$ cat config.mk
export PLATFORM = sky130hd
export DESIGN_NAME = cdc_regs_flat
export DESIGN_NICKNAME = d
export VERILOG_FILES = /design/src/hdl/cd_regs_pkg.sv /design/src/hdl/cd_bus_pkg.sv /design/src/hdl/cd_link_if.sv /design/src/hdl/cdc_regs.sv /design/src/flat_wrapper.sv
export SDC_FILE = /design/constraint.sdc
export NUM_CORES = 1
export LEC_CHECK = 0
export BUFFER_PORTS_ARGS = -buffer_cell sky130_fd_sc_hd__clkbuf_2
export CAP_MARGIN = 20
export CORE_MARGIN = 2
export CORE_UTILIZATION = 40
export CTS_CLUSTER_SIZE = 40
export DETAILED_ROUTE_END_ITERATION = 8
export GPL_ROUTABILITY_DRIVEN = 0
export PLACE_DENSITY = 0.78
export SYNTH_ARGS = -nofsm -noshare
export SYNTH_HDL_FRONTEND = slang
export SYNTH_SLANG_ARGS = --single-unit
$ cat constraint.sdc
create_clock -name CLOCK -period 4.4 [get_ports CLOCK]
set_clock_uncertainty 0.1 [all_clocks]
set_input_delay 0.88 -clock CLOCK [delete_from_list [all_inputs] [get_ports CLOCK]]
set_output_delay 0.88 -clock CLOCK [all_outputs]
set_load 0.05 [all_outputs]
$ cat src/hdl/cd_regs_pkg.sv
package cd_regs_pkg;

	typedef logic [7:0] cd_byte_t;

	// CPU register map, low address byte
	typedef enum logic [7:0] {
		CDC_STAT  = 8'h00,
		CDC_CMD   = 8'h01,
		INT_MASK  = 8'h02,  // Bit 7 doubles as ACK
		IRQ_FLAGS = 8'h03,
		CD_RESET  = 8'h04,  // Bit 1 holds the drive in reset
		ID_C1     = 8'hC1,
		ID_C2     = 8'hC2,
		ID_C3     = 8'hC3,
		ID_C4     = 8'hC4,
		ID_C5     = 8'hC5,
		ID_C6     = 8'hC6,
		ID_C7     = 8'hC7
	} cd_reg_e;

	localparam int IRQ_READY_BIT = 6;
	localparam int IRQ_DONE_BIT  = 5;

	localparam cd_byte_t IRQ_ENABLE_MASK = 8'h7C;
	localparam logic [2:0] DRIVE_ID_BITS = 3'b001;  // SCSI ID 0

	// System card identification, Japanese card
	localparam cd_byte_t ID_BYTE_C1 = 8'hAA;
	localparam cd_byte_t ID_BYTE_C2 = 8'h55;
	localparam cd_byte_t ID_BYTE_C3 = 8'h00;
	localparam cd_byte_t ID_BYTE_C4 = 8'hFF;  // Not decoded on the card
	localparam cd_byte_t ID_BYTE_C5 = 8'hAA;
	localparam cd_byte_t ID_BYTE_C6 = 8'h55;
	localparam cd_byte_t ID_BYTE_C7 = 8'h03;

endpackage

$ cat src/hdl/cd_bus_pkg.sv
package cd_bus_pkg;

	// Bus phases seen by the initiator
	typedef enum logic [2:0] {
		BUS_FREE,
		COMMAND,
		DATA_IN,
		STATUS,
		MESSAGE_IN
	} cd_phase_e;

	// First packet byte
	typedef enum logic [7:0] {
		TEST_UNIT_READY = 8'h00,
		READ6           = 8'h08,
		NEC_AUDIO_START = 8'hD8,
		NEC_AUDIO_STOP  = 8'hD9,
		NEC_PAUSE       = 8'hDA,
		NEC_GET_SUBQ    = 8'hDD,
		NEC_GET_DIR     = 8'hDE,
		END_OF_LIST     = 8'hFF,
		SELECT_ID       = 8'h81  // Initiator and drive IDs OR'ed
	} cd_opcode_e;

	// Target-driven lines, same order as CDC_STAT [7:3]
	typedef struct packed {
		logic bsy;
		logic req;
		logic msg;
		logic cd;
		logic io;
	} cd_lines_t;

	typedef logic [31:0] cd_lba_t;

	localparam int CMD_BUF_DEPTH = 16;  // Longest packet is 10

endpackage
$ cat src/hdl/cd_link_if.sv
// Register block to target
interface cd_link_if import cd_bus_pkg::*, cd_regs_pkg::*; ();
	logic      sel;        // Strobe
	logic      desel;      // Strobe
	cd_byte_t  cmd_byte;   // Last CDC_CMD write
	logic      ack;
	logic      drive_rst;
	cd_lines_t lines;
	logic      selected;
	cd_byte_t  bus_byte;   // CDC_CMD read value
	logic      set_ready;
	logic      clr_ready;
	logic      set_done;
	logic      clr_done;

	modport regs (output sel, desel, cmd_byte, ack, drive_rst,
		input lines, selected, bus_byte, set_ready, clr_ready, set_done, clr_done);
	modport target (input sel, desel, cmd_byte, ack, drive_rst,
		output lines, selected, bus_byte, set_ready, clr_ready, set_done, clr_done);
endinterface


$ cat src/hdl/cdc_regs.sv
module cdc_regs
	import cd_bus_pkg::*, cd_regs_pkg::*;
(
	input  logic     CLOCK,
	input  logic     RESET,
	input  logic     CS_N,
	input  logic     RD_N,
	input  logic     WR_N,
	input  cd_byte_t ADDR,
	input  cd_byte_t DIN,
	output cd_byte_t DOUT,
	output logic     IRQ2_ASSERT,
	cd_link_if.regs  link
);
	logic     wr_n_s1;
	logic     wr_n_s2;
	logic     wr_n_s3;   // Edge detect
	logic     wr_stb;
	cd_reg_e  reg_sel;
	cd_byte_t int_mask;
	cd_byte_t cd_reset;
	logic     ready_flag;
	logic     done_flag;
	cd_byte_t irq_flags;
	cd_byte_t read_val;

	assign reg_sel = cd_reg_e'(ADDR);
	assign wr_stb  = wr_n_s3 && !wr_n_s2 && !CS_N;  // Falling WR_N, 3 cycles late

	always_ff @(posedge CLOCK) begin
		if (RESET) begin
			wr_n_s1 <= 1'b1;
			wr_n_s2 <= 1'b1;
			wr_n_s3 <= 1'b1;
		end else begin
			wr_n_s1 <= WR_N;
			wr_n_s2 <= wr_n_s1;
			wr_n_s3 <= wr_n_s2;
		end
	end

	always_ff @(posedge CLOCK) begin
		if (RESET) begin
			int_mask       <= '0;
			cd_reset       <= 8'h02;  // Drive starts held in reset
			ready_flag     <= 1'b0;
			done_flag      <= 1'b0;
			link.sel       <= 1'b0;
			link.desel     <= 1'b0;
		end else begin
			link.sel   <= 1'b0;
			link.desel <= 1'b0;
			if (wr_stb) begin
				case (reg_sel)
					CDC_STAT: begin
						ready_flag <= 1'b0;  // Any write acks the transfer IRQs
						done_flag  <= 1'b0;
						link.sel   <= (DIN == SELECT_ID);
					end
					CDC_CMD:  link.desel <= (DIN == SELECT_ID);
					INT_MASK: int_mask <= DIN;
					CD_RESET: cd_reset <= DIN;
					default: ;
				endcase
			end
			// Target events win over a CPU clear in the same cycle
			if (link.set_ready) ready_flag <= 1'b1;
			if (link.clr_ready) ready_flag <= 1'b0;
			if (link.set_done)  done_flag  <= 1'b1;
			if (link.clr_done)  done_flag  <= 1'b0;
			if (link.drive_rst) begin
				ready_flag <= 1'b0;
				done_flag  <= 1'b0;
				int_mask   <= '0;
			end
		end
	end

	always_ff @(posedge CLOCK) begin
		if (wr_stb && reg_sel == CDC_CMD)
			link.cmd_byte <= DIN;  // Packet byte, valid before ACK
	end

	assign link.ack       = int_mask[7];
	assign link.drive_rst = cd_reset[1];

	always_comb begin
		irq_flags                = '0;
		irq_flags[IRQ_READY_BIT] = ready_flag;
		irq_flags[IRQ_DONE_BIT]  = done_flag;
	end

	assign IRQ2_ASSERT = |(int_mask & irq_flags & IRQ_ENABLE_MASK);

	always_comb begin
		case (reg_sel)
			CDC_STAT:  read_val = {link.lines, link.selected ? DRIVE_ID_BITS : 3'b000};
			CDC_CMD:   read_val = link.bus_byte;
			INT_MASK:  read_val = int_mask;
			IRQ_FLAGS: read_val = irq_flags;
			CD_RESET:  read_val = cd_reset;
			ID_C1:     read_val = ID_BYTE_C1;
			ID_C2:     read_val = ID_BYTE_C2;
			ID_C3:     read_val = ID_BYTE_C3;
			ID_C4:     read_val = ID_BYTE_C4;
			ID_C5:     read_val = ID_BYTE_C5;
			ID_C6:     read_val = ID_BYTE_C6;
			ID_C7:     read_val = ID_BYTE_C7;
			default:   read_val = 8'hFF;  // Open bus
		endcase
	end

	// Idle bus floats high
	assign DOUT = (!CS_N && !RD_N) ? read_val : 8'hFF;

endmodule

$ cat src/flat_wrapper.sv
// flat-port wrapper written by rule: the top's interface ports become plain ports
module cdc_regs_flat import cd_bus_pkg::*, cd_regs_pkg::*;
  (CLOCK, RESET, CS_N, RD_N, WR_N, ADDR, DIN, DOUT, IRQ2_ASSERT, link_sel, link_desel, link_cmd_byte, link_ack, link_drive_rst, link_lines, link_selected, link_bus_byte, link_set_ready, link_clr_ready, link_set_done, link_clr_done);
  cd_link_if link_i ();
  input  logic CLOCK;
  input  logic RESET;
  input  logic CS_N;
  input  logic RD_N;
  input  logic WR_N;
  input  cd_byte_t ADDR;
  input  cd_byte_t DIN;
  output cd_byte_t DOUT;
  output logic IRQ2_ASSERT;
  output wire logic [$bits(link_i.sel)-1:0] link_sel;
  output wire logic [$bits(link_i.desel)-1:0] link_desel;
  output wire logic [$bits(link_i.cmd_byte)-1:0] link_cmd_byte;
  output wire logic [$bits(link_i.ack)-1:0] link_ack;
  output wire logic [$bits(link_i.drive_rst)-1:0] link_drive_rst;
  input wire logic [$bits(link_i.lines)-1:0] link_lines;
  input wire logic [$bits(link_i.selected)-1:0] link_selected;
  input wire logic [$bits(link_i.bus_byte)-1:0] link_bus_byte;
  input wire logic [$bits(link_i.set_ready)-1:0] link_set_ready;
  input wire logic [$bits(link_i.clr_ready)-1:0] link_clr_ready;
  input wire logic [$bits(link_i.set_done)-1:0] link_set_done;
  input wire logic [$bits(link_i.clr_done)-1:0] link_clr_done;
  assign link_sel = link_i.sel;
  assign link_desel = link_i.desel;
  assign link_cmd_byte = link_i.cmd_byte;
  assign link_ack = link_i.ack;
  assign link_drive_rst = link_i.drive_rst;
  assign link_i.lines = link_lines;
  assign link_i.selected = link_selected;
  assign link_i.bus_byte = link_bus_byte;
  assign link_i.set_ready = link_set_ready;
  assign link_i.clr_ready = link_clr_ready;
  assign link_i.set_done = link_set_done;
  assign link_i.clr_done = link_clr_done;
  cdc_regs u_core (.CLOCK(CLOCK), .RESET(RESET), .CS_N(CS_N), .RD_N(RD_N), .WR_N(WR_N), .ADDR(ADDR), .DIN(DIN), .DOUT(DOUT), .IRQ2_ASSERT(IRQ2_ASSERT), .link(link_i));
endmodule
==> results.md <==
* Initial antenna violation count at 0
* Final setup TNS at 0 ns
* Largest net degree at the start of global routing at 17
* CP startpoint kind: input port
* Asr flop ratio synth at 0%
* Post_cts resized at 0
* Clk buf depth at 2
* Final Hold Vio Count at 0
* Die width at 64.86 um
* Clk sinks at 31
* Routed WL per cell at 14.29 um
* Yosys top cell by area: dfxtp_1
* Number of flops mapped to enable cells by yosys at 8
* GRT overflow at 0
* Die span in y at 64.86 um
* Clock latency on the worst-skew pair at 0.29 ns
* Max VDD drop at 0.2286 mV
* Cell total after placement at 248
* Most numerous cell in the Yosys netlist: dfxtp_1
* Syn Inst Count at 150
* H-tree levels at 2
* Max cap viols at 0
* PortBufs at 59
* WP data required at 3.42 ns
* Starting Density at 41.08%
* R2R Setup Slk at 2.70 ns
* Most used DFF post-synth: dfxtp_1
* Post-route minimum period at 3.548 ns
* Slowest CP cell: or3_1
* Clock transition at path regs at 0.06 ns
* GRT Overall Usage at 18.77%
* Synthesis Warnings at 0
* Worst reg2reg path depth at 4
* Die area at 4206 um^2
* Yosys cell types at 32
* Num rows at 22
* #FFs+latches synth at 31
* Slew Limit Headroom at 59.70%
* PD cells at 325.2 nW/um^2
* Crit path capture type: output pin
* Via density at 5.246
* Worst-path maximum fanout at 4
* RSZ-0062 raised after global routing: false
* Initial DRT Pass Iterations at 4
* Hold Path Sink: u_core.wr_n_s2
* Final ANT Viol Nets at 0
* CTS Root Cell: clkbuf_8
* Worst EP arrival at 2.57 ns
* Hold Crit Class: reg2reg
* Nets at 246
* CTS tree: yes
* Worst-Margin Slew at 0.6027 ns
* Cell Area, Synth at 1481 um^2
* Sequential area share after synthesis at 47.30%
* Post-CTS Setup Bufs at 0
* Yosys top cell area share at 31.08%
* Worst setup path category: in2out
* Hold buffers post-CTS at 0
* Final setup violation count at 0
* Syn avg cell area at 9.876 um^2
* Cell Count, Final, Fillers Out at 256
* Largest stage delay, worst path at 0.41 ns
* IO Pins at 60
* Outcome: finished clean
* Worst R2R End: u_core.ready_flag
* Synth top cells by count: dfxtp_1 (23), nor2_1 (21), mux2i_1 (18)
* Total CTS buffers at 5
* Period utilization at 80.64%
* Hpwl dp at 2.798 mm
* Lkg Pwr at 0.7737 nW
* First DRT Iteration DRCs at 79
* Worst hold path cell count at 1
* Antenna diode count at 0
* Critical-path cell list: clkbuf_2 > or3_1 > or3_1 > a21oi_1 > nand4b_1 > clkbuf_2
* Number of global-route vias before repair at 1243
* Post-route DRC at 0
* Core Area at 3606 um^2
* Beginning of the worst hold path: u_core.wr_n_s1
* Reg2Reg Launch Point: u_core.wr_n_s2
* First-pass GRT wire length at 5.913 mm
* Share of cells above drive strength 1 at 37.02%
* Max Freq at 0.2818 GHz
* Largest cells by area after synthesis: dfxtp_1 (31%), edfxtp_1 (16%), mux2i_1 (12%)
* Final WL at 3.658 mm
* Post-Syn Nets at 189
* Area Overhead vs Synth at 28.04%
* Slew Limit Fails at 0
* Via Count at 1343
[critical path, delay by kind of cell]
family	cells	cell delay, ns
AND/OR/NAND/NOR	3	0.96
buffers and inverters	2	0.37
AO/OA/AOI/OAI	1	0.36
[power by group]
part | total, W | switching (W) | leakage (nW) | internal [W]
Sequential | 0.000293 | 0.000000372 | 0.258 | 0.000293
Clock | 0.000273 | 0.000108 | 0.0556 | 0.000166
Combinational | 0.0000500 | 0.0000288 | 0.460 | 0.0000212
Total | 0.000617 | 0.000137 | 0.774 | 0.000480
[state kept, by name (all words and copies together) (netlist names)]
| signal | cells |
|---|---|
| u_core.wr_n_s1 | 1 |
| u_core.link.sel | 1 |
| u_core.int_mask | 8 |
| u_core.wr_n_s2 | 1 |
| u_core.link.desel | 1 |
| u_core.ready_flag | 1 |
| u_core.wr_n_s3 | 1 |
| u_core.done_flag | 1 |
| u_core.cd_reset | 8 |
| u_core.link.cmd_byte | 8 |
[per-layer routing]
| layer | global-route usage, % | up-vias | part of all wire, % |
|---|---|---|---|
| li1 | - | 676 | - |
| met1 | 25.49 | 601 | 47 |
| met2 | 26.55 | 54 | 44 |
| met3 | 4.861 | 12 | 6.4 |
| met4 | 11.17 | 0 | 3.0 |
| met5 | 0 | - | 0 |
[final cells by class]
class,instances,area [um^2]
clock buffer,5,68.82
clock inverter,3,38.79
fill,345,1709
multi-input combinational,109,725.7
sequential,31,700.7
tap,48,60.06
timing repair buffer,60,302.8
[worst max path at each step]
stage / cells past startpoint / slack, ns / to / start
2_1_floorplan: 5 / 0.86 / DOUT[0] / ADDR[1]
3_3_place_gp: 6 / 0.90 / DOUT[1] / ADDR[3]
3_5_place_dp: 6 / 0.89 / DOUT[1] / ADDR[3]
4_1_cts: 6 / 0.88 / DOUT[1] / ADDR[3]
5_1_grt: 6 / 0.77 / DOUT[1] / ADDR[3]
6_report: 6 / 0.85 / DOUT[1] / ADDR[3]
[cell usage in the layout (no fill, tap or decap), types with 2 or more instances in the layout]
| master | netlist | final |
|---|---|---|
| o211ai_1 | 3 | 3 |
| o221ai_1 | 4 | 4 |
| nor3_1 | 6 | 6 |
| clkbuf_8 | 0 | 5 |
| nand2_1 | 7 | 7 |
| nor4_1 | 4 | 4 |
| a21oi_1 | 6 | 6 |
| dfxtp_1 | 23 | 23 |
| a22o_1 | 3 | 3 |
| a22oi_1 | 6 | 6 |
| edfxtp_1 | 8 | 8 |
| mux2i_1 | 18 | 18 |
| nand3_1 | 6 | 6 |
| or2_2 | 4 | 4 |
| clkbuf_2 | 0 | 59 |
| nand4_1 | 2 | 2 |
| or3_1 | 2 | 2 |
| or4_4 | 2 | 2 |
| nor2_1 | 21 | 21 |
| mux2_2 | 3 | 3 |
| nor2b_1 | 2 | 2 |
[logic make-up after synthesis]
| family | after synthesis | synth area share [%] |
|---|---|---|
| simple gates | 63 | 22.38 |
| flops | 31 | 47.30 |
| compound gates | 25 | 12.16 |
| mux | 21 | 14.44 |
| buf+inv | 10 | 3.716 |
[per-stage QoR]
| stage | hold WS [ns] | cell area (um^2) | util (%) | setup slack [ns] | total power [W] |
|---|---|---|---|---|---|
| CTS | 0.3110 | 1897 | 52.60 | 0.8757 | 0.0006209 |
| global placement | 0.2917 | 1789 | 49.62 | 0.9013 | 0.0003488 |
| global route | 0.3218 | 1897 | 52.60 | 0.7687 | 0.0006412 |
| finish | 0.3111 | 1897 | 52.60 | 0.8518 | 0.0006168 |
| floorplan | 0.2895 | 1481 | - | 0.8612 | 0.0003255 |
| detailed placement | 0.2929 | 1789 | 49.62 | 0.8869 | 0.0003491 |
Note: power is estimated with default switching activity, not from simulation.
