**src/hdl/cd_regs_pkg.sv**
```systemverilog
package cd_regs_pkg;

	typedef logic [7:0] cd_byte_t;

	// CPU register map, low address byte
	typedef enum logic [7:0] {
		CDC_STAT  = 8'h00,
		CDC_CMD   = 8'h01,
		INT_MASK  = 8'h02,  // Bit 7 doubles as ACK
		IRQ_FLAGS = 8'h03,
		CD_RESET  = 8'h04,  // Bit 1 holds the drive in reset
		ID_C1     = 8'hC1,
		ID_C2     = 8'hC2,
		ID_C3     = 8'hC3,
		ID_C4     = 8'hC4,
		ID_C5     = 8'hC5,
		ID_C6     = 8'hC6,
		ID_C7     = 8'hC7
	} cd_reg_e;

	localparam int IRQ_READY_BIT = 6;
	localparam int IRQ_DONE_BIT  = 5;

	localparam cd_byte_t IRQ_ENABLE_MASK = 8'h7C;
	localparam logic [2:0] DRIVE_ID_BITS = 3'b001;  // SCSI ID 0

	// System card identification, Japanese card
	localparam cd_byte_t ID_BYTE_C1 = 8'hAA;
	localparam cd_byte_t ID_BYTE_C2 = 8'h55;
	localparam cd_byte_t ID_BYTE_C3 = 8'h00;
	localparam cd_byte_t ID_BYTE_C4 = 8'hFF;  // Not decoded on the card
	localparam cd_byte_t ID_BYTE_C5 = 8'hAA;
	localparam cd_byte_t ID_BYTE_C6 = 8'h55;
	localparam cd_byte_t ID_BYTE_C7 = 8'h03;

endpackage

```
**src/hdl/cd_bus_pkg.sv**
```systemverilog
package cd_bus_pkg;

	// Bus phases seen by the initiator
	typedef enum logic [2:0] {
		BUS_FREE,
		COMMAND,
		DATA_IN,
		STATUS,
		MESSAGE_IN
	} cd_phase_e;

	// First packet byte
	typedef enum logic [7:0] {
		TEST_UNIT_READY = 8'h00,
		READ6           = 8'h08,
		NEC_AUDIO_START = 8'hD8,
		NEC_AUDIO_STOP  = 8'hD9,
		NEC_PAUSE       = 8'hDA,
		NEC_GET_SUBQ    = 8'hDD,
		NEC_GET_DIR     = 8'hDE,
		END_OF_LIST     = 8'hFF,
		SELECT_ID       = 8'h81  // Initiator and drive IDs OR'ed
	} cd_opcode_e;

	// Target-driven lines, same order as CDC_STAT [7:3]
	typedef struct packed {
		logic bsy;
		logic req;
		logic msg;
		logic cd;
		logic io;
	} cd_lines_t;

	typedef logic [31:0] cd_lba_t;

	localparam int CMD_BUF_DEPTH = 16;  // Longest packet is 10

endpackage
```
**src/hdl/cd_link_if.sv**
```systemverilog
// Register block to target
interface cd_link_if import cd_bus_pkg::*, cd_regs_pkg::*; ();
	logic      sel;        // Strobe
	logic      desel;      // Strobe
	cd_byte_t  cmd_byte;   // Last CDC_CMD write
	logic      ack;
	logic      drive_rst;
	cd_lines_t lines;
	logic      selected;
	cd_byte_t  bus_byte;   // CDC_CMD read value
	logic      set_ready;
	logic      clr_ready;
	logic      set_done;
	logic      clr_done;

	modport regs (output sel, desel, cmd_byte, ack, drive_rst,
		input lines, selected, bus_byte, set_ready, clr_ready, set_done, clr_done);
	modport target (input sel, desel, cmd_byte, ack, drive_rst,
		output lines, selected, bus_byte, set_ready, clr_ready, set_done, clr_done);
endinterface

// Target to sector reader
interface cd_fetch_if import cd_bus_pkg::*, cd_regs_pkg::*; #(
	parameter int BUF_BYTES = 16384
) ();
	logic                         start;
	cd_lba_t                      first_lba;
	logic [7:0]                   count;    // Sectors
	logic [$clog2(BUF_BYTES)-1:0] rd_pos;
	logic                         loaded;   // Strobe, all sectors stored
	cd_byte_t                     rd_data;  // One cycle after rd_pos

	modport ctrl (output start, first_lba, count, rd_pos, input loaded, rd_data);
	modport reader (input start, first_lba, count, rd_pos, output loaded, rd_data);
endinterface

```
**src/hdl/scsi_target.sv**
```systemverilog
module scsi_target
	import cd_bus_pkg::*, cd_regs_pkg::*;
#(
	parameter int SECTOR_BYTES = 2048,
	parameter int BUF_BYTES    = 16384
) (
	input logic       CLOCK,
	input logic       RESET,
	cd_link_if.target link,
	cd_fetch_if.ctrl  fetch
);
	localparam int AW  = $clog2(BUF_BYTES);
	localparam int SBW = $clog2(SECTOR_BYTES);
	localparam int XW  = 8 + SBW;  // Holds 255 sectors of bytes
	localparam int PW  = $clog2(CMD_BUF_DEPTH);

	// Per-phase handshake step
	typedef enum logic [1:0] {HS_WAIT_ACK, HS_WAIT_REL, HS_DECODE, HS_FETCH} hs_e;

	cd_phase_e  phase;
	hs_e        hs;
	logic       req;
	cd_byte_t   cmd_buf [CMD_BUF_DEPTH];
	logic [PW-1:0] cmd_pos;
	logic [PW-1:0] pkt_len;
	cd_opcode_e opcode;
	logic [XW-1:0] byte_pos;
	logic       xfer_end;
	cd_lines_t  lines_c;

	assign opcode   = cd_opcode_e'(cmd_buf[0]);
	assign xfer_end = (byte_pos == {fetch.count, {SBW{1'b0}}});
	assign fetch.rd_pos = byte_pos[AW-1:0];  // Wraps if count overfills the buffer

	always_comb begin
		case (opcode)
			NEC_AUDIO_START, NEC_AUDIO_STOP, NEC_PAUSE,
			NEC_GET_SUBQ, NEC_GET_DIR: pkt_len = PW'(10);
			END_OF_LIST, SELECT_ID:    pkt_len = PW'(1);
			default:                   pkt_len = PW'(6);  // Group 0, unknown too
		endcase
	end

	always_comb begin
		lines_c.bsy = (phase != BUS_FREE);
		lines_c.req = req;
		lines_c.msg = (phase == MESSAGE_IN);
		lines_c.cd  = (phase == COMMAND) || (phase == STATUS) || (phase == MESSAGE_IN);
		lines_c.io  = (phase == DATA_IN) || (phase == STATUS) || (phase == MESSAGE_IN);
	end
	assign link.lines = lines_c;

	always_comb begin
		case (phase)
			DATA_IN:            link.bus_byte = fetch.rd_data;
			STATUS, MESSAGE_IN: link.bus_byte = 8'h00;  // Good status, command complete
			default:            link.bus_byte = link.cmd_byte;
		endcase
	end

	// Packet capture and READ(6) arguments
	always_ff @(posedge CLOCK) begin
		if (phase == COMMAND && hs == HS_WAIT_ACK && link.ack)
			cmd_buf[cmd_pos] <= link.cmd_byte;
		if (phase == COMMAND && hs == HS_DECODE) begin
			fetch.first_lba <= {11'd0, cmd_buf[1][4:0], cmd_buf[2], cmd_buf[3]};
			fetch.count     <= cmd_buf[4];
		end
	end

	always_ff @(posedge CLOCK) begin
		if (RESET) begin
			phase          <= BUS_FREE;
			hs             <= HS_WAIT_ACK;
			req            <= 1'b0;
			cmd_pos        <= '0;
			byte_pos       <= '0;
			link.selected  <= 1'b0;
			link.set_ready <= 1'b0;
			link.clr_ready <= 1'b0;
			link.set_done  <= 1'b0;
			link.clr_done  <= 1'b0;
			fetch.start    <= 1'b0;
		end else begin
			link.set_ready <= 1'b0;
			link.clr_ready <= 1'b0;
			link.set_done  <= 1'b0;
			link.clr_done  <= 1'b0;
			fetch.start    <= 1'b0;
			if (link.drive_rst || link.desel) begin
				if (phase != BUS_FREE)
					link.clr_done <= 1'b1;
				phase         <= BUS_FREE;
				hs            <= HS_WAIT_ACK;
				req           <= 1'b0;
				link.selected <= 1'b0;
			end else if (link.sel) begin
				phase         <= COMMAND;
				hs            <= HS_WAIT_ACK;
				req           <= 1'b1;
				cmd_pos       <= '0;
				link.selected <= 1'b1;
			end else if (phase != BUS_FREE) begin
				case (hs)
					HS_WAIT_ACK: if (link.ack) begin
						req <= 1'b0;  // Byte taken or presented
						hs  <= HS_WAIT_REL;
						if (phase == COMMAND)
							cmd_pos <= cmd_pos + 1'b1;
						if (phase == DATA_IN)
							byte_pos <= byte_pos + 1'b1;
					end
					HS_WAIT_REL: if (!link.ack) begin
						hs  <= HS_WAIT_ACK;
						req <= 1'b1;
						case (phase)
							COMMAND: if (cmd_pos >= pkt_len) begin
								req <= 1'b0;
								hs  <= HS_DECODE;
							end
							DATA_IN: if (xfer_end) begin
								link.clr_ready <= 1'b1;
								link.set_done  <= 1'b1;
								phase          <= STATUS;
							end
							STATUS: phase <= MESSAGE_IN;
							default: begin  // Message sent, release the bus
								req           <= 1'b0;
								phase         <= BUS_FREE;
								link.selected <= 1'b0;
								link.clr_done <= 1'b1;
							end
						endcase
					end
					HS_DECODE: begin
						hs  <= HS_WAIT_ACK;
						req <= 1'b1;
						phase <= STATUS;
						case (opcode)
							READ6: if (cmd_buf[4] != 8'd0) begin
								req         <= 1'b0;
								phase       <= COMMAND;
								hs          <= HS_FETCH;
								fetch.start <= 1'b1;
							end
							NEC_AUDIO_START, NEC_AUDIO_STOP, NEC_PAUSE,
							NEC_GET_SUBQ, NEC_GET_DIR: link.set_done <= 1'b1;
							default: ;
						endcase
					end
					default: if (fetch.loaded) begin  // HS_FETCH
						link.set_ready <= 1'b1;
						phase          <= DATA_IN;
						byte_pos       <= '0;
						req            <= 1'b1;
						hs             <= HS_WAIT_ACK;
					end
				endcase
			end
		end
	end

endmodule

```
**src/flat_wrapper.sv**
```systemverilog
// flat-port wrapper written by rule: the top's interface ports become plain ports
module scsi_target_flat import cd_bus_pkg::*, cd_regs_pkg::*;
#(
	parameter int SECTOR_BYTES = 2048,
	parameter int BUF_BYTES    = 16384
)
  (CLOCK, RESET, link_sel, link_desel, link_cmd_byte, link_ack, link_drive_rst, link_lines, link_selected, link_bus_byte, link_set_ready, link_clr_ready, link_set_done, link_clr_done, fetch_start, fetch_first_lba, fetch_count, fetch_rd_pos, fetch_loaded, fetch_rd_data);
  cd_link_if link_i ();
  cd_fetch_if #(.BUF_BYTES(BUF_BYTES)) fetch_i ();
  input logic CLOCK;
  input logic RESET;
  input wire logic [$bits(link_i.sel)-1:0] link_sel;
  input wire logic [$bits(link_i.desel)-1:0] link_desel;
  input wire logic [$bits(link_i.cmd_byte)-1:0] link_cmd_byte;
  input wire logic [$bits(link_i.ack)-1:0] link_ack;
  input wire logic [$bits(link_i.drive_rst)-1:0] link_drive_rst;
  output wire logic [$bits(link_i.lines)-1:0] link_lines;
  output wire logic [$bits(link_i.selected)-1:0] link_selected;
  output wire logic [$bits(link_i.bus_byte)-1:0] link_bus_byte;
  output wire logic [$bits(link_i.set_ready)-1:0] link_set_ready;
  output wire logic [$bits(link_i.clr_ready)-1:0] link_clr_ready;
  output wire logic [$bits(link_i.set_done)-1:0] link_set_done;
  output wire logic [$bits(link_i.clr_done)-1:0] link_clr_done;
  output wire logic [$bits(fetch_i.start)-1:0] fetch_start;
  output wire logic [$bits(fetch_i.first_lba)-1:0] fetch_first_lba;
  output wire logic [$bits(fetch_i.count)-1:0] fetch_count;
  output wire logic [$bits(fetch_i.rd_pos)-1:0] fetch_rd_pos;
  input wire logic [$bits(fetch_i.loaded)-1:0] fetch_loaded;
  input wire logic [$bits(fetch_i.rd_data)-1:0] fetch_rd_data;
  assign link_i.sel = link_sel;
  assign link_i.desel = link_desel;
  assign link_i.cmd_byte = link_cmd_byte;
  assign link_i.ack = link_ack;
  assign link_i.drive_rst = link_drive_rst;
  assign link_lines = link_i.lines;
  assign link_selected = link_i.selected;
  assign link_bus_byte = link_i.bus_byte;
  assign link_set_ready = link_i.set_ready;
  assign link_clr_ready = link_i.clr_ready;
  assign link_set_done = link_i.set_done;
  assign link_clr_done = link_i.clr_done;
  assign fetch_start = fetch_i.start;
  assign fetch_first_lba = fetch_i.first_lba;
  assign fetch_count = fetch_i.count;
  assign fetch_rd_pos = fetch_i.rd_pos;
  assign fetch_i.loaded = fetch_loaded;
  assign fetch_i.rd_data = fetch_rd_data;
  scsi_target #(.SECTOR_BYTES(SECTOR_BYTES), .BUF_BYTES(BUF_BYTES)) u_core (.CLOCK(CLOCK), .RESET(RESET), .link(link_i), .fetch(fetch_i));
endmodule
```
**config.mk**
```make
export PLATFORM = sky130hd
export DESIGN_NAME = scsi_target_flat
export DESIGN_NICKNAME = d
export VERILOG_FILES = /design/src/hdl/cd_regs_pkg.sv /design/src/hdl/cd_bus_pkg.sv /design/src/hdl/cd_link_if.sv /design/src/hdl/scsi_target.sv /design/src/flat_wrapper.sv
export SDC_FILE = /design/constraint.sdc
export NUM_CORES = 1
export LEC_CHECK = 0
export BUFFER_PORTS_ARGS = -buffer_cell sky130_fd_sc_hd__buf_2
export CORE_UTILIZATION = 33
export CTS_CLUSTER_DIAMETER = 120
export DETAILED_ROUTE_END_ITERATION = 7
export HOLD_SLACK_MARGIN = 0.05
export MAX_ROUTING_LAYER = met4
export PLACE_DENSITY = 0.62
export RECOVER_POWER = 100
export SLEW_MARGIN = 5
export SYNTH_ARGS = -nofsm -noshare
export SYNTH_HDL_FRONTEND = slang
export SYNTH_SLANG_ARGS = --single-unit
```
**constraint.sdc**
```tcl
create_clock -name CLOCK -period 2.62 [get_ports CLOCK]
set_clock_uncertainty 0.15 [all_clocks]
set_input_delay 0.524 -clock CLOCK [delete_from_list [all_inputs] [get_ports CLOCK]]
set_output_delay 0.524 -clock CLOCK [all_outputs]
set_load 0.05 [all_outputs]
```
==> results of run 1 <==
## power by group through the flow
stage | logic [mW] | clock network [mW] | registers [mW]
floorplan | 0.112 | 0 | 1.73
global placement | 0.156 | 0 | 1.73
detailed placement | 0.158 | 0 | 1.73
CTS | 0.160 | 1.37 | 1.69
global route | 0.168 | 1.43 | 1.69
finish | 0.159 | 1.35 | 1.69
## cell type report
| type | count | area, µm² | area share [%] |
|---|---|---|---|
| repair buffers | 116 | 600.6 | 10.63 |
| well taps | 176 | 220.2 | 3.897 |
| flip-flops and latches | 101 | 2686 | 47.54 |
| clock inverters | 7 | 86.33 | 1.528 |
| inverters | 12 | 45.04 | 0.7972 |
| multi-input cells | 250 | 1787 | 31.62 |
| clock buffers | 9 | 225.2 | 3.986 |
## placed cells by master (no fill, tap or decap), types with 4 or more instances in the layout
| master | count |
|---|---|
| nand3_1 | 14 |
| clkbuf_1 | 54 |
| nor4_1 | 4 |
| xnor2_1 | 16 |
| inv_1 | 11 |
| a21oi_1 | 9 |
| edfxtp_1 | 66 |
| conb_1 | 11 |
| nor3_1 | 8 |
| nand4_1 | 9 |
| nand2b_1 | 4 |
| and2_1 | 6 |
| and3_1 | 7 |
| dfxtp_1 | 32 |
| nor3_2 | 4 |
| nor3b_1 | 4 |
| xor2_1 | 9 |
| a21o_1 | 4 |
| or3_1 | 5 |
| buf_2 | 30 |
| buf_4 | 31 |
| nand2_1 | 22 |
| ha_1 | 13 |
| o21ai_0 | 7 |
| clkbuf_16 | 9 |
| nor2_1 | 30 |
| a22o_1 | 8 |
## final timing paths
kind              slack, ps                               end  depth (start not counted)                      startpoint
hold reg to reg         270      fetch_first_lba[7]$_DFFE_PP_                          0  u_core.cmd_buf[3][7]$_DFFE_PP_
setup reg to reg         30  u_core.byte_pos[13]$_SDFFE_PP0P_                          8       u_core.hs[0]$_SDFFE_PP0P_
hold / removal          270      fetch_first_lba[7]$_DFFE_PP_                          0  u_core.cmd_buf[3][7]$_DFFE_PP_
setup / recovery         30  u_core.byte_pos[13]$_SDFFE_PP0P_                          8       u_core.hs[0]$_SDFFE_PP0P_
## repair_timing
item | CTS | global route
endpoints found under the setup margin | 12 | 16
hold buffers | 0 | 0
resized for setup | 6 | 20
setup buffers | 11 | 1
pin swaps | 2 | 7
## registers in the layout, summed over array words and instances (netlist names), 2 cells and up
| name | flops |
|---|---|
| fetch_first_lba | 21 |
| u_core.byte_pos | 19 |
| u_core.cmd_buf | 37 |
| u_core.cmd_pos | 4 |
| u_core.fetch.count | 8 |
| u_core.hs | 2 |
| u_core.phase | 3 |
## synthesized netlist by cell type, types with 3 or more instances
library cell	n
a211oi_1	3
a21o_1	4
a21oi_1	9
a22o_1	8
and2_1	6
and3_1	8
buf_4	27
clkbuf_1	10
dfxtp_1	35
edfxtp_1	66
ha_1	14
inv_1	12
nand2_1	22
nand2b_1	5
nand3_1	15
nand4_1	9
nor2_1	31
nor2b_1	3
nor3_1	14
nor3b_1	5
nor4_1	4
o21a_1	3
o21ai_0	8
or3_1	5
or4_1	4
xnor2_1	16
xor2_1	9
## critical path: stages, from the launching register on
cell and delay, ps:
dfxtp_1 360, inv_2 60, ha_4 230, or4_4 530
or4_4 530, buf_8 170, nor4_4 250, xnor2_1 140
nor2_1 50
## routing by layer
metal	global-route usage, %	share of wire [%]	wire length (µm)
met1	18.88	44	4619
met5	-	0	0
met4	8.047	2.7	281
met3	3.019	5.2	540
met2	22.92	48	4950
## kinds of logic after synthesis
logic type | Yosys count | share of synthesized area [%]
xor gates and xnor gates | 25 | 4.752
DFF | 101 | 58.21
other | 1 | 0.08138
buffers and inverters | 50 | 6.272
muxes | 1 | 0.2172
AOI/OAI and AO/OA | 50 | 7.901
adders and majority gates | 15 | 4.019
and+or+nand+nor | 148 | 18.54
## stage by stage
step | cells | util [%] | setup slack, ps
after global placement | 643 | 38.77 | -8.861
after CTS | 670 | 41.88 | 1.087
final | 671 | 42.00 | 25.60
after detailed placement | 643 | 38.77 | -90.95
after global routing | 671 | 42.00 | -159.2
after floorplan | 401 | - | 9.523
==> impl_metrics.csv, run 1 <==
group,metric,value,unit
synth,post_synth.cell_area_avg,11.79,µm²
clocking,clk_pin_slew,70,ps
global_routing,grt_pass1_vias,3080,
sta,hold_viol_final,0,
clocking,htree_levels,3,
sta,fmax,385.4,MHz
power,power_switching,0.7892,mW
route,post_drt_wl_per_cell,15.49,µm
floorplanning,fp.dieH,120.2,µm
worst_setup_path,arrival,2680,ps
flow_run,timing.max_cap.violations,0,
route,drtPass1Iterations,4,
floorplanning,rows,42,
synth,ys_ff_latch,101,
synth,ys.warnings.count,0,
final_layout,area_growth,22.62,%
global_routing,track_usage,15.05,%
floorplanning,start_util,34.25,%
sta,slew_headroom,58.60,%
floorplanning,core,0.01345,mm²
place,gp_congestion,0.8813,
power,pwr-share-seq,52.9,%
synth,yosys.area.top_type,"edfxtp_1",
synth,synth.distinct_cells,55,
sta,maxSlewViolCount,0,
floorplanning,die_x,120.2,µm
power,p_leak,2.076,nW
clocking,ctsLongestPathBuffers,2,
sta,final.period_utilization,99.02,%
power,p_clk_share,42.2,%
clocking,clkLatencyLatePin,360,ps
clocking,cts_tree,"built",
route,vias,3259,
route,drtIter0Drc,185,
route,drc,0,
global_routing,grt_overflow,0,
power,comb_power_share,5.0,%
synth,synth-edff-count,66,
clocking,cts-root-buf,"clkbuf_16",
synth,yosys_most_used_dff,"edfxtp_1",
sta,rsz0062_at_grt,"true",
sta,timing.hold.ws,270.2,ps
synth,synth_cells,391,
outcome,status,"completed",
global_routing,grt_pass1_wl,16.00,mm
global_routing,grt_start_max_net_pins,30,
final_layout,antenna_cells,0,
synth,async_flop_share,0,%
worst_setup_path,path_class,"reg -> reg",
synth,ys_top_cells_by_area,"edfxtp_1 43%, dfxtp_1 15%, buf_4 4.4%, ha_1 3.8%, xnor2_1 3.0%",
final_layout,drive_gt1_share,21.62,%
power,power_density,566.1,mW/mm²
synth,yosysSeqAreaShare,58.21,%
worst_setup_path,critPathMaxFanout,9,
synth,yosys.area.top_type_share,43.01,%
sta,setup_tns,0,ps
power,power.internal,2.409,mW
worst_setup_path,cp-start-kind,"flip-flop",
worst_setup_path,critPathRequiredTime,2710,ps
route,finalWirelength,10.39,mm
place,port_buffers,84,
sta,tightest_slew,623.6,ps
power,total_power,3.199,mW
worst_setup_path,cp-end-kind,"flip-flop",
final_layout,final_area,0.005650,mm²
route,via_per_inst,4.857,
route,postRouteAntennaNets,0,
clocking,cts_sinks,101,
final_layout,fill_cells,1318,
clocking,numCtsBuffers,9,
place,place_area,0.005216,mm²
floorplanning,die_area,0.01444,mm²
place,hpwlAfterDp,7.322,mm
final_layout,final_net_count,527,
global_routing,antenna_found_initial,0,
power,ir_drop,0.0002684,V
sta,setup_viol,0,
synth,synth_area,0.004608,mm²
sta,min_period,2594,ps
worst_hold_path,hp-class,"reg -> reg",
power,switching_share,24.67,%
floorplanning,ios,96,
No activity file was read; power rests on OpenSTA's default activity.
==> run 2, diff against run 1 <==
--- a/config.mk
+++ b/config.mk
@@ -6,6 +6,7 @@
 export NUM_CORES = 1
 export LEC_CHECK = 0
 export BUFFER_PORTS_ARGS = -buffer_cell sky130_fd_sc_hd__buf_2
+export CORE_MARGIN = 3
 export CORE_UTILIZATION = 33
 export CTS_CLUSTER_DIAMETER = 120
 export DETAILED_ROUTE_END_ITERATION = 7
==> run 2 against run 1 <==
  * Maximum frequency rose by 3.7%
  * Worst setup slack improved by 93 ps
  * Final cell count fell by 1.6%
  * Global-route usage fell by 1.6 points
  * Combinational power barely moved
  * Clock power fell by 4%
  * Sequential power barely moved
  * Clock-buffer cell count rose by 2
  * Utilization fell by 0.97 points
  * Die area rose by 6.8%
  * Cell area fell by 2.3%
  * First-iteration DRC count rose by 56%
  * Critical endpoint is now u_core.byte_pos[15]$_SDFFE_PP0P_
==> impl_metrics.csv, run 2 (same netlist as run 1, synthesis figures left out) <==
group,metric,value,unit
outcome,status,"completed",
floorplanning,die_area,0.01542,mm²
flow_run,timing.max_cap.violations,0,
power,power_switching,0.7094,mW
global_routing,track_usage,13.46,%
final_layout,area_growth,19.79,%
final_layout,final_cell_mix,"66 x edfxtp_1, 54 x clkbuf_1, 31 x dfxtp_1, 30 x nor2_1, 30 x buf_2",
sta,slew_headroom,58.28,%
route,vias,3219,
floorplanning,die_x,124.2,µm
route,drc,0,
worst_setup_path,worstReg2RegEnd,"u_core.byte_pos[15]$_SDFFE_PP0P_",
worst_setup_path,cp-start-kind,"flip-flop",
power,pwr-share-seq,53.8,%
worst_setup_path,cp_common_cell,"or4_4",
power,ir_drop,0.0003408,V
worst_setup_path,r2r-start,"u_core.hs[0]$_SDFFE_PP0P_",
global_routing,use_met1,18.02,%
worst_hold_path,hp-class,"reg -> reg",
sta,maxSlewViolCount,0,
clocking,htree_levels,3,
route,finalWirelength,10.17,mm
place,gp_congestion,0.8506,
worst_setup_path,path_class,"reg -> reg",
place,place_inst,642,
sta,hold_viol_final,0,
clocking,clkLatencyLatePin,340,ps
final_layout,fill_cells,1315,
floorplanning,fp.dieH,124.2,µm
place,port_buffers,84,
place,hpwlAfterDp,7.460,mm
worst_setup_path,critPathMaxFanout,9,
route,via_per_inst,4.877,
worst_setup_path,worstPathCellList,"inv_2 > ha_4 > or4_4 > or4_4 > buf_12 > nor4_4 > xnor2_1 > nor2_1",
power,p_leak,2.015,nW
sta,rsz0062_at_grt,"true",
clocking,cts_sinks,101,
worst_hold_path,hp-start,"u_core.cmd_buf[3][3]$_DFFE_PP_",
route,drtIter0Drc,289,
final_layout,largest_register_ff_count,37,
worst_setup_path,slowest_stage,"or4_4",
final_layout,drive_gt1_share,19.01,%
final_layout,layout.cells.non_filler,660,
global_routing,grt_pass1_vias,2953,
worst_setup_path,path_delay_family,"simple AND/OR/NAND/NOR gates",
sta,setup_viol,0,
worst_setup_path,critPathRequiredTime,2700,ps
worst_setup_path,cp.buffers_inverters,2,
global_routing,grt_busiest_layer,"met2",
global_routing,use_met2,20.84,%
floorplanning,start_util,34.25,%
final_layout,final_net_count,516,
sta,fmax,399.7,MHz
worst_setup_path,r2r_slack,120,ps
sta,final.period_utilization,95.48,%
global_routing,grt_start_max_net_pins,30,
sta,timing.hold.ws,264.1,ps
clocking,cts_tree,"built",
power,total_power,3.143,mW
route,drtPass1Iterations,4,
worst_setup_path,arrival,2580,ps
power,power.internal,2.433,mW
clocking,cts-root-buf,"clkbuf_16",
worst_setup_path,cp-end-kind,"flip-flop",
global_routing,grt_overflow,0,
sta,min_period,2502,ps
sta,tightest_slew,628.5,ps
clocking,clk_pin_slew,70,ps
final_layout,final_common_cell,"edfxtp_1",
worst_hold_path,hold_path_end,"fetch_first_lba[3]$_DFFE_PP_",
clocking,numCtsBuffers,9,
floorplanning,ios,96,
floorplanning,rows,42,
global_routing,grt_pass1_wl,15.53,mm
clocking,ctsLongestPathBuffers,2,
route,post_drt_wl_per_cell,15.42,µm
global_routing,antenna_found_initial,0,
final_layout,top_register,"u_core.cmd_buf",
power,switching_share,22.57,%
worst_setup_path,crit_path_max_incr_delay,540,ps
power,p_clk_share,41.2,%
power,power_density,569.3,mW/mm²
power,comb_power_share,5.0,%
worst_hold_path,whs_path_depth,0,
final_layout,antenna_cells,0,
global_routing,grtUsageMet3,2.725,%
floorplanning,core,0.01345,mm²
worst_setup_path,reg2reg_depth,8,
route,postRouteAntennaNets,0,
[run 2: cell count changes in the layout (fill, tap and decap cells not counted), sizes merged]
cell / previous run / this run
clkbuf: 63 / 65
buf: 62 / 51
clkinv: 4 / 1
inv: 15 / 16
[run 2: worst max path at each step]
| stage | from | to | slack (ps) | cells after the start |
|---|---|---|---|---|
| floorplan | u_core.hs[0]$_SDFFE_PP0P_ | u_core.byte_pos[11]$_SDFFE_PP0P_ | 10 | 8 |
| global placement | u_core.cmd_buf[0][2]$_DFFE_PP_ | u_core.req$_SDFFE_PP0P_ | -10 | 11 |
| detailed placement | u_core.cmd_buf[0][2]$_DFFE_PP_ | u_core.req$_SDFFE_PP0P_ | -100 | 11 |
| CTS | u_core.cmd_buf[0][2]$_DFFE_PP_ | u_core.req$_SDFFE_PP0P_ | 10 | 11 |
| global route | u_core.cmd_buf[0][6]$_DFFE_PP_ | u_core.req$_SDFFE_PP0P_ | -40 | 11 |
| finish | u_core.hs[0]$_SDFFE_PP0P_ | u_core.byte_pos[15]$_SDFFE_PP0P_ | 120 | 8 |
[run 2: per-stage QoR]
| step | TNS (ps) | util, % | instance area [µm²] | setup WS (ps) |
|---|---|---|---|---|
| final | 0 | 41.03 | 5520 | 118.3 |
| after global routing | -41.87 | 41.03 | 5520 | -41.87 |
| after CTS | 0 | 41.09 | 5528 | 11.47 |
| after detailed placement | -269.0 | 38.72 | 5209 | -95.56 |
| after global placement | -14.78 | 38.72 | 5209 | -14.78 |
| after floorplan | 0 | - | 4673 | 9.523 |
[run 2: area by class of cell]
type | instances | area [µm²] | share of cell area, %
Sequential cell | 101 | 2688 | 48.69
Timing Repair Buffer | 105 | 523.0 | 9.474
Multi-Input combinational cell | 250 | 1752 | 31.73
Clock buffer | 11 | 252.7 | 4.578
Inverter | 12 | 45.04 | 0.8160
Clock inverter | 5 | 40.04 | 0.7253
Tap cell | 176 | 220.2 | 3.989
[run 2: worst reg2reg max path, delay by kind of cell (launching register included)]
kind | cells | cell delay [ps]
AND/OR/NAND/NOR | 4 | 1310
buffers and inverters | 2 | 210
flip-flops | 1 | 340
adder cells (fa/ha/maj) | 1 | 230
XOR/XNOR | 1 | 150
[run 2: timing repair]
action,CTS,global route
buffers inserted,1,1
hold buffers,0,0
setup endpoints to repair,15,18
pin swaps,0,12
resized for setup,6,15
[run 2: routing by layer]
layer	up-vias	wire length, µm
met5	-	0
met4	0	76
met3	7	607
met2	93	4974
met1	1548	4517
li1	1571	-
[run 2: power groups by stage]
stage | sequential [mW] | clock [mW] | combinational, mW
floorplan | 1.73 | 0 | 0.112
global placement | 1.73 | 0 | 0.156
detailed placement | 1.73 | 0 | 0.158
CTS | 1.69 | 1.33 | 0.158
global route | 1.69 | 1.39 | 0.166
finish | 1.69 | 1.29 | 0.156
==> run 3, diff against run 2 <==
--- a/config.mk
+++ b/config.mk
@@ -5,14 +5,15 @@
 export SDC_FILE = /design/constraint.sdc
 export NUM_CORES = 1
 export LEC_CHECK = 0
-export BUFFER_PORTS_ARGS = -buffer_cell sky130_fd_sc_hd__buf_2
+export ABC_AREA = 1
+export BUFFER_PORTS_ARGS = -buffer_cell sky130_fd_sc_hd__buf_4
 export CORE_MARGIN = 3
 export CORE_UTILIZATION = 33
 export CTS_CLUSTER_DIAMETER = 120
 export DETAILED_ROUTE_END_ITERATION = 7
 export HOLD_SLACK_MARGIN = 0.05
 export MAX_ROUTING_LAYER = met4
-export PLACE_DENSITY = 0.62
+export PLACE_DENSITY = 0.61
 export RECOVER_POWER = 100
 export SLEW_MARGIN = 5
 export SYNTH_ARGS = -nofsm -noshare
==> run 3 against run 2 <==
  * First-iteration DRC count grew 14%
  * Largest power group unchanged
  * Critical path type is now reg -> out
  * Synthesized area grew 6.0%
  * Via count grew 18%
  * Wire length grew 12%
  * Non-clock buffer count shrank 15
  * Largest cell class unchanged
==> impl_metrics.csv, run 3 <==
group,metric,value,unit
global_routing,grt_pass1_wl,18.51,mm
worst_setup_path,crit_path_max_incr_delay,430,ps
worst_setup_path,reg2reg_depth,11,
worst_setup_path,path_delay_family,"buffers and inverters",
synth,synth.distinct_cells,41,
clocking,clk_pin_slew,70,ps
synth,synth.most_common_cell,"nand2_1",
power,p_leak,2.198,nW
global_routing,antenna_found_initial,0,
clocking,cts_tree,"built",
floorplanning,die_area,0.01629,mm²
final_layout,post-route-util,39.92,%
clocking,postCtsSetupRepairBufs,0,
sta,tightest_slew,742.1,ps
worst_setup_path,worstPathCellList,"inv_2 > nor2_2 > nand2_2 > clkinvlp_4 > nand2_1 > o21ai_1 > clkbuf_2",
sta,setup_viol,0,
final_layout,antenna_cells,0,
power,ir_drop,0.0003762,V
synth,synth_top_family_by_area,"simple AND/OR/NAND/NOR gates",
clocking,htree_levels,3,
synth,synth-edff-count,66,
place,hpwlAfterDp,8.729,mm
synth,yosys_most_used_dff,"edfxtp_1",
worst_setup_path,path_class,"reg -> out",
synth,ys_top_cells_by_area,"edfxtp_1 41%, dfxtp_1 14%, nand2_1 7.5%, inv_1 5.7%, buf_4 4.3%",
place,gp_congestion,0.9384,
sta,final.period_utilization,92.51,%
sta,maxSlewViolCount,0,
final_layout,drive_gt1_share,10.33,%
worst_setup_path,cp-start-kind,"flip-flop",
synth,post_synth.cell_area_avg,9.266,µm²
worst_setup_path,cp-end-kind,"output port",
route,drc,0,
clocking,ctsLongestPathBuffers,2,
global_routing,grt_overflow,0,
sta,min_period,2424,ps
power,total_power,3.326,mW
synth,async_flop_share,0,%
floorplanning,die_x,127.7,µm
synth,synth_compound_area_share,7.097,%
global_routing,track_usage,14.83,%
worst_setup_path,critPathRequiredTime,1950,ps
route,postRouteAntennaNets,0,
synth,post_synth_most_frequent_cells,"97 x nand2_1, 74 x inv_1, 66 x edfxtp_1, 49 x nor2_1, 35 x dfxtp_1",
synth,yosysSeqAreaShare,54.93,%
synth,ys_ff_latch,101,
sta,setup_tns,0,ps
worst_setup_path,arrival,1750,ps
power,power_density,588.7,mW/mm²
synth,synth_area,0.004883,mm²
sta,fmax,412.6,MHz
place,place_ws,442.3,ps
clocking,cts_sinks,101,
clocking,cts-root-buf,"clkbuf_16",
global_routing,grt_start_max_net_pins,30,
synth,synth_cells,527,
sta,hold_viol_final,0,
route,via_per_inst,4.827,
final_layout,top_register,"u_core.cmd_buf",
route,finalWirelength,11.42,mm
route,drtPass1Iterations,6,
final_layout,final_common_cell,"nand2_1",
outcome,status,"completed",
sta,rsz0062_at_grt,"false",
sta,slew_headroom,50.53,%
route,drtIter0Drc,330,
clocking,numCtsBuffers,9,
worst_hold_path,hp-class,"reg -> reg",
final_layout,area_growth,15.68,%
sta,layout_setup_ws,196.2,ps
floorplanning,ios,96,
flow_run,timing.max_cap.violations,0,
worst_setup_path,critPathMaxFanout,8,
worst_setup_path,slowest_stage,"dfxtp_1",
final_layout,layout.area.seq,0.002683,mm²
synth,synthAdderAreaFrac,3.587,%
synth,synthSimpleGateAreaFrac,22.52,%
route,post_drt_wl_per_cell,14.45,µm
synth,synthMuxAreaShare,0,%
synth,yosys.area.top_type,"edfxtp_1",
final_layout,fill_cells,1418,
clocking,clkLatencyLatePin,350,ps
worst_setup_path,cp.buffers_inverters,3,
floorplanning,core,0.01415,mm²
worst_setup_path,cp.depth,7,
synth,yosys.area.top_type_share,40.58,%
synth,synth_xor_area_share,0.8967,%
final_layout,largest_register_ff_count,37,
floorplanning,rows,43,
floorplanning,start_util,34.51,%
worst_hold_path,whs_path_depth,0,
route,vias,3813,
final_layout,final_net_count,642,
place,port_buffers,84,
synth,ys.warnings.count,0,
floorplanning,fp.dieH,127.7,µm
final_layout,final_cell_mix,"97 x nand2_1, 75 x inv_1, 66 x edfxtp_1, 66 x clkbuf_1, 50 x nor2_1",
final_layout,multiInputGateArea,0.001694,mm²
global_routing,grt_pass1_vias,3667,
-- run 3: changes by cell type after synthesis, moves of 6 or more --
cell      previous run  this run
clkbuf_1            10         0
nand3_1             15        27
and3_1               8         0
nor2_1              31        49
o21ai_0              8        21
nor2_2               0         6
and2_1               6         0
xnor2_1             16         1
inv_1               12        74
a21oi_1              9        24
nand4_1              9        15
a22o_1               8         0
nand2_1             22        97
-- run 3: path summary, 6_finish.rpt --
| path | to | startpoint | slack [ps] |
|---|---|---|---|
| max reg2reg | u_core.byte_pos[6]$_SDFFE_PP0P_ | u_core.hs[1]$_SDFFE_PP0P_ | 240 |
| min | fetch_first_lba[7]$_DFFE_PP_ | u_core.cmd_buf[3][7]$_DFFE_PP_ | 270 |
| min reg2reg | fetch_first_lba[7]$_DFFE_PP_ | u_core.cmd_buf[3][7]$_DFFE_PP_ | 270 |
| max | link_bus_byte[3] | u_core.phase[1]$_SDFFE_PP0P_ | 200 |
-- run 3: worst register-to-register path, cell delays in order, from the launching register on --
cell and delay (ps):
dfxtp_1 350, inv_1 90, ha_1 400, inv_1 110
nand2_1 110, nand3_2 60, nor2_1 290, nand2_8 170
nor2_1 210, nand2_1 110, nor3_1 150, nor3_1 70
-- run 3: kinds of logic (layout without fill, tap and decap cells) --
logic type      count (synthesis)  after routing
fa+ha+maj                      14             14
xor+xnor                        5              5
flops                         101            101
compound gates                 61             61
buf+inv                       112            185
simple gates                  233            233
other cells                     1             11
-- run 3: cell type report --
| cell class | instances | share of cell area (%) |
|---|---|---|
| tap | 180 | 3.987 |
| inverter | 79 | 5.316 |
| clock inverter | 7 | 1.971 |
| timing repair buffer | 90 | 7.265 |
| clock buffer | 9 | 3.987 |
| sequential | 101 | 47.49 |
| multi-input combinational | 324 | 29.99 |
-- run 3: through the flow --
stage	cells	instance area, µm²	hold WS, ps
2_1_floorplan	537	4927	250.3
3_3_place_gp	774	5595	254.9
3_5_place_dp	774	5595	254.5
4_1_cts	790	5932	233.6
5_1_grt	790	5649	277.4
6_report	790	5649	270.0
-- run 3: timing repair --
item | CTS | global route
endpoints found under the setup margin | 0 | 2
resized for setup | 0 | 1
hold buffers | 0 | 0
-- run 3: layer usage --
layer	wire length (µm)	global-route usage, %	vias to the layer above
met4	323	6.866	0
met5	0	-	-
met2	5219	22.76	123
li1	-	-	1869
met1	5268	19.24	1799
met3	606	2.542	22
-- run 3: where the power goes --
group	switching, mW	internal, mW	total [mW]
Sequential	0.00139	1.69	1.69
Combinational	0.115	0.0346	0.150
Clock	0.625	0.864	1.49
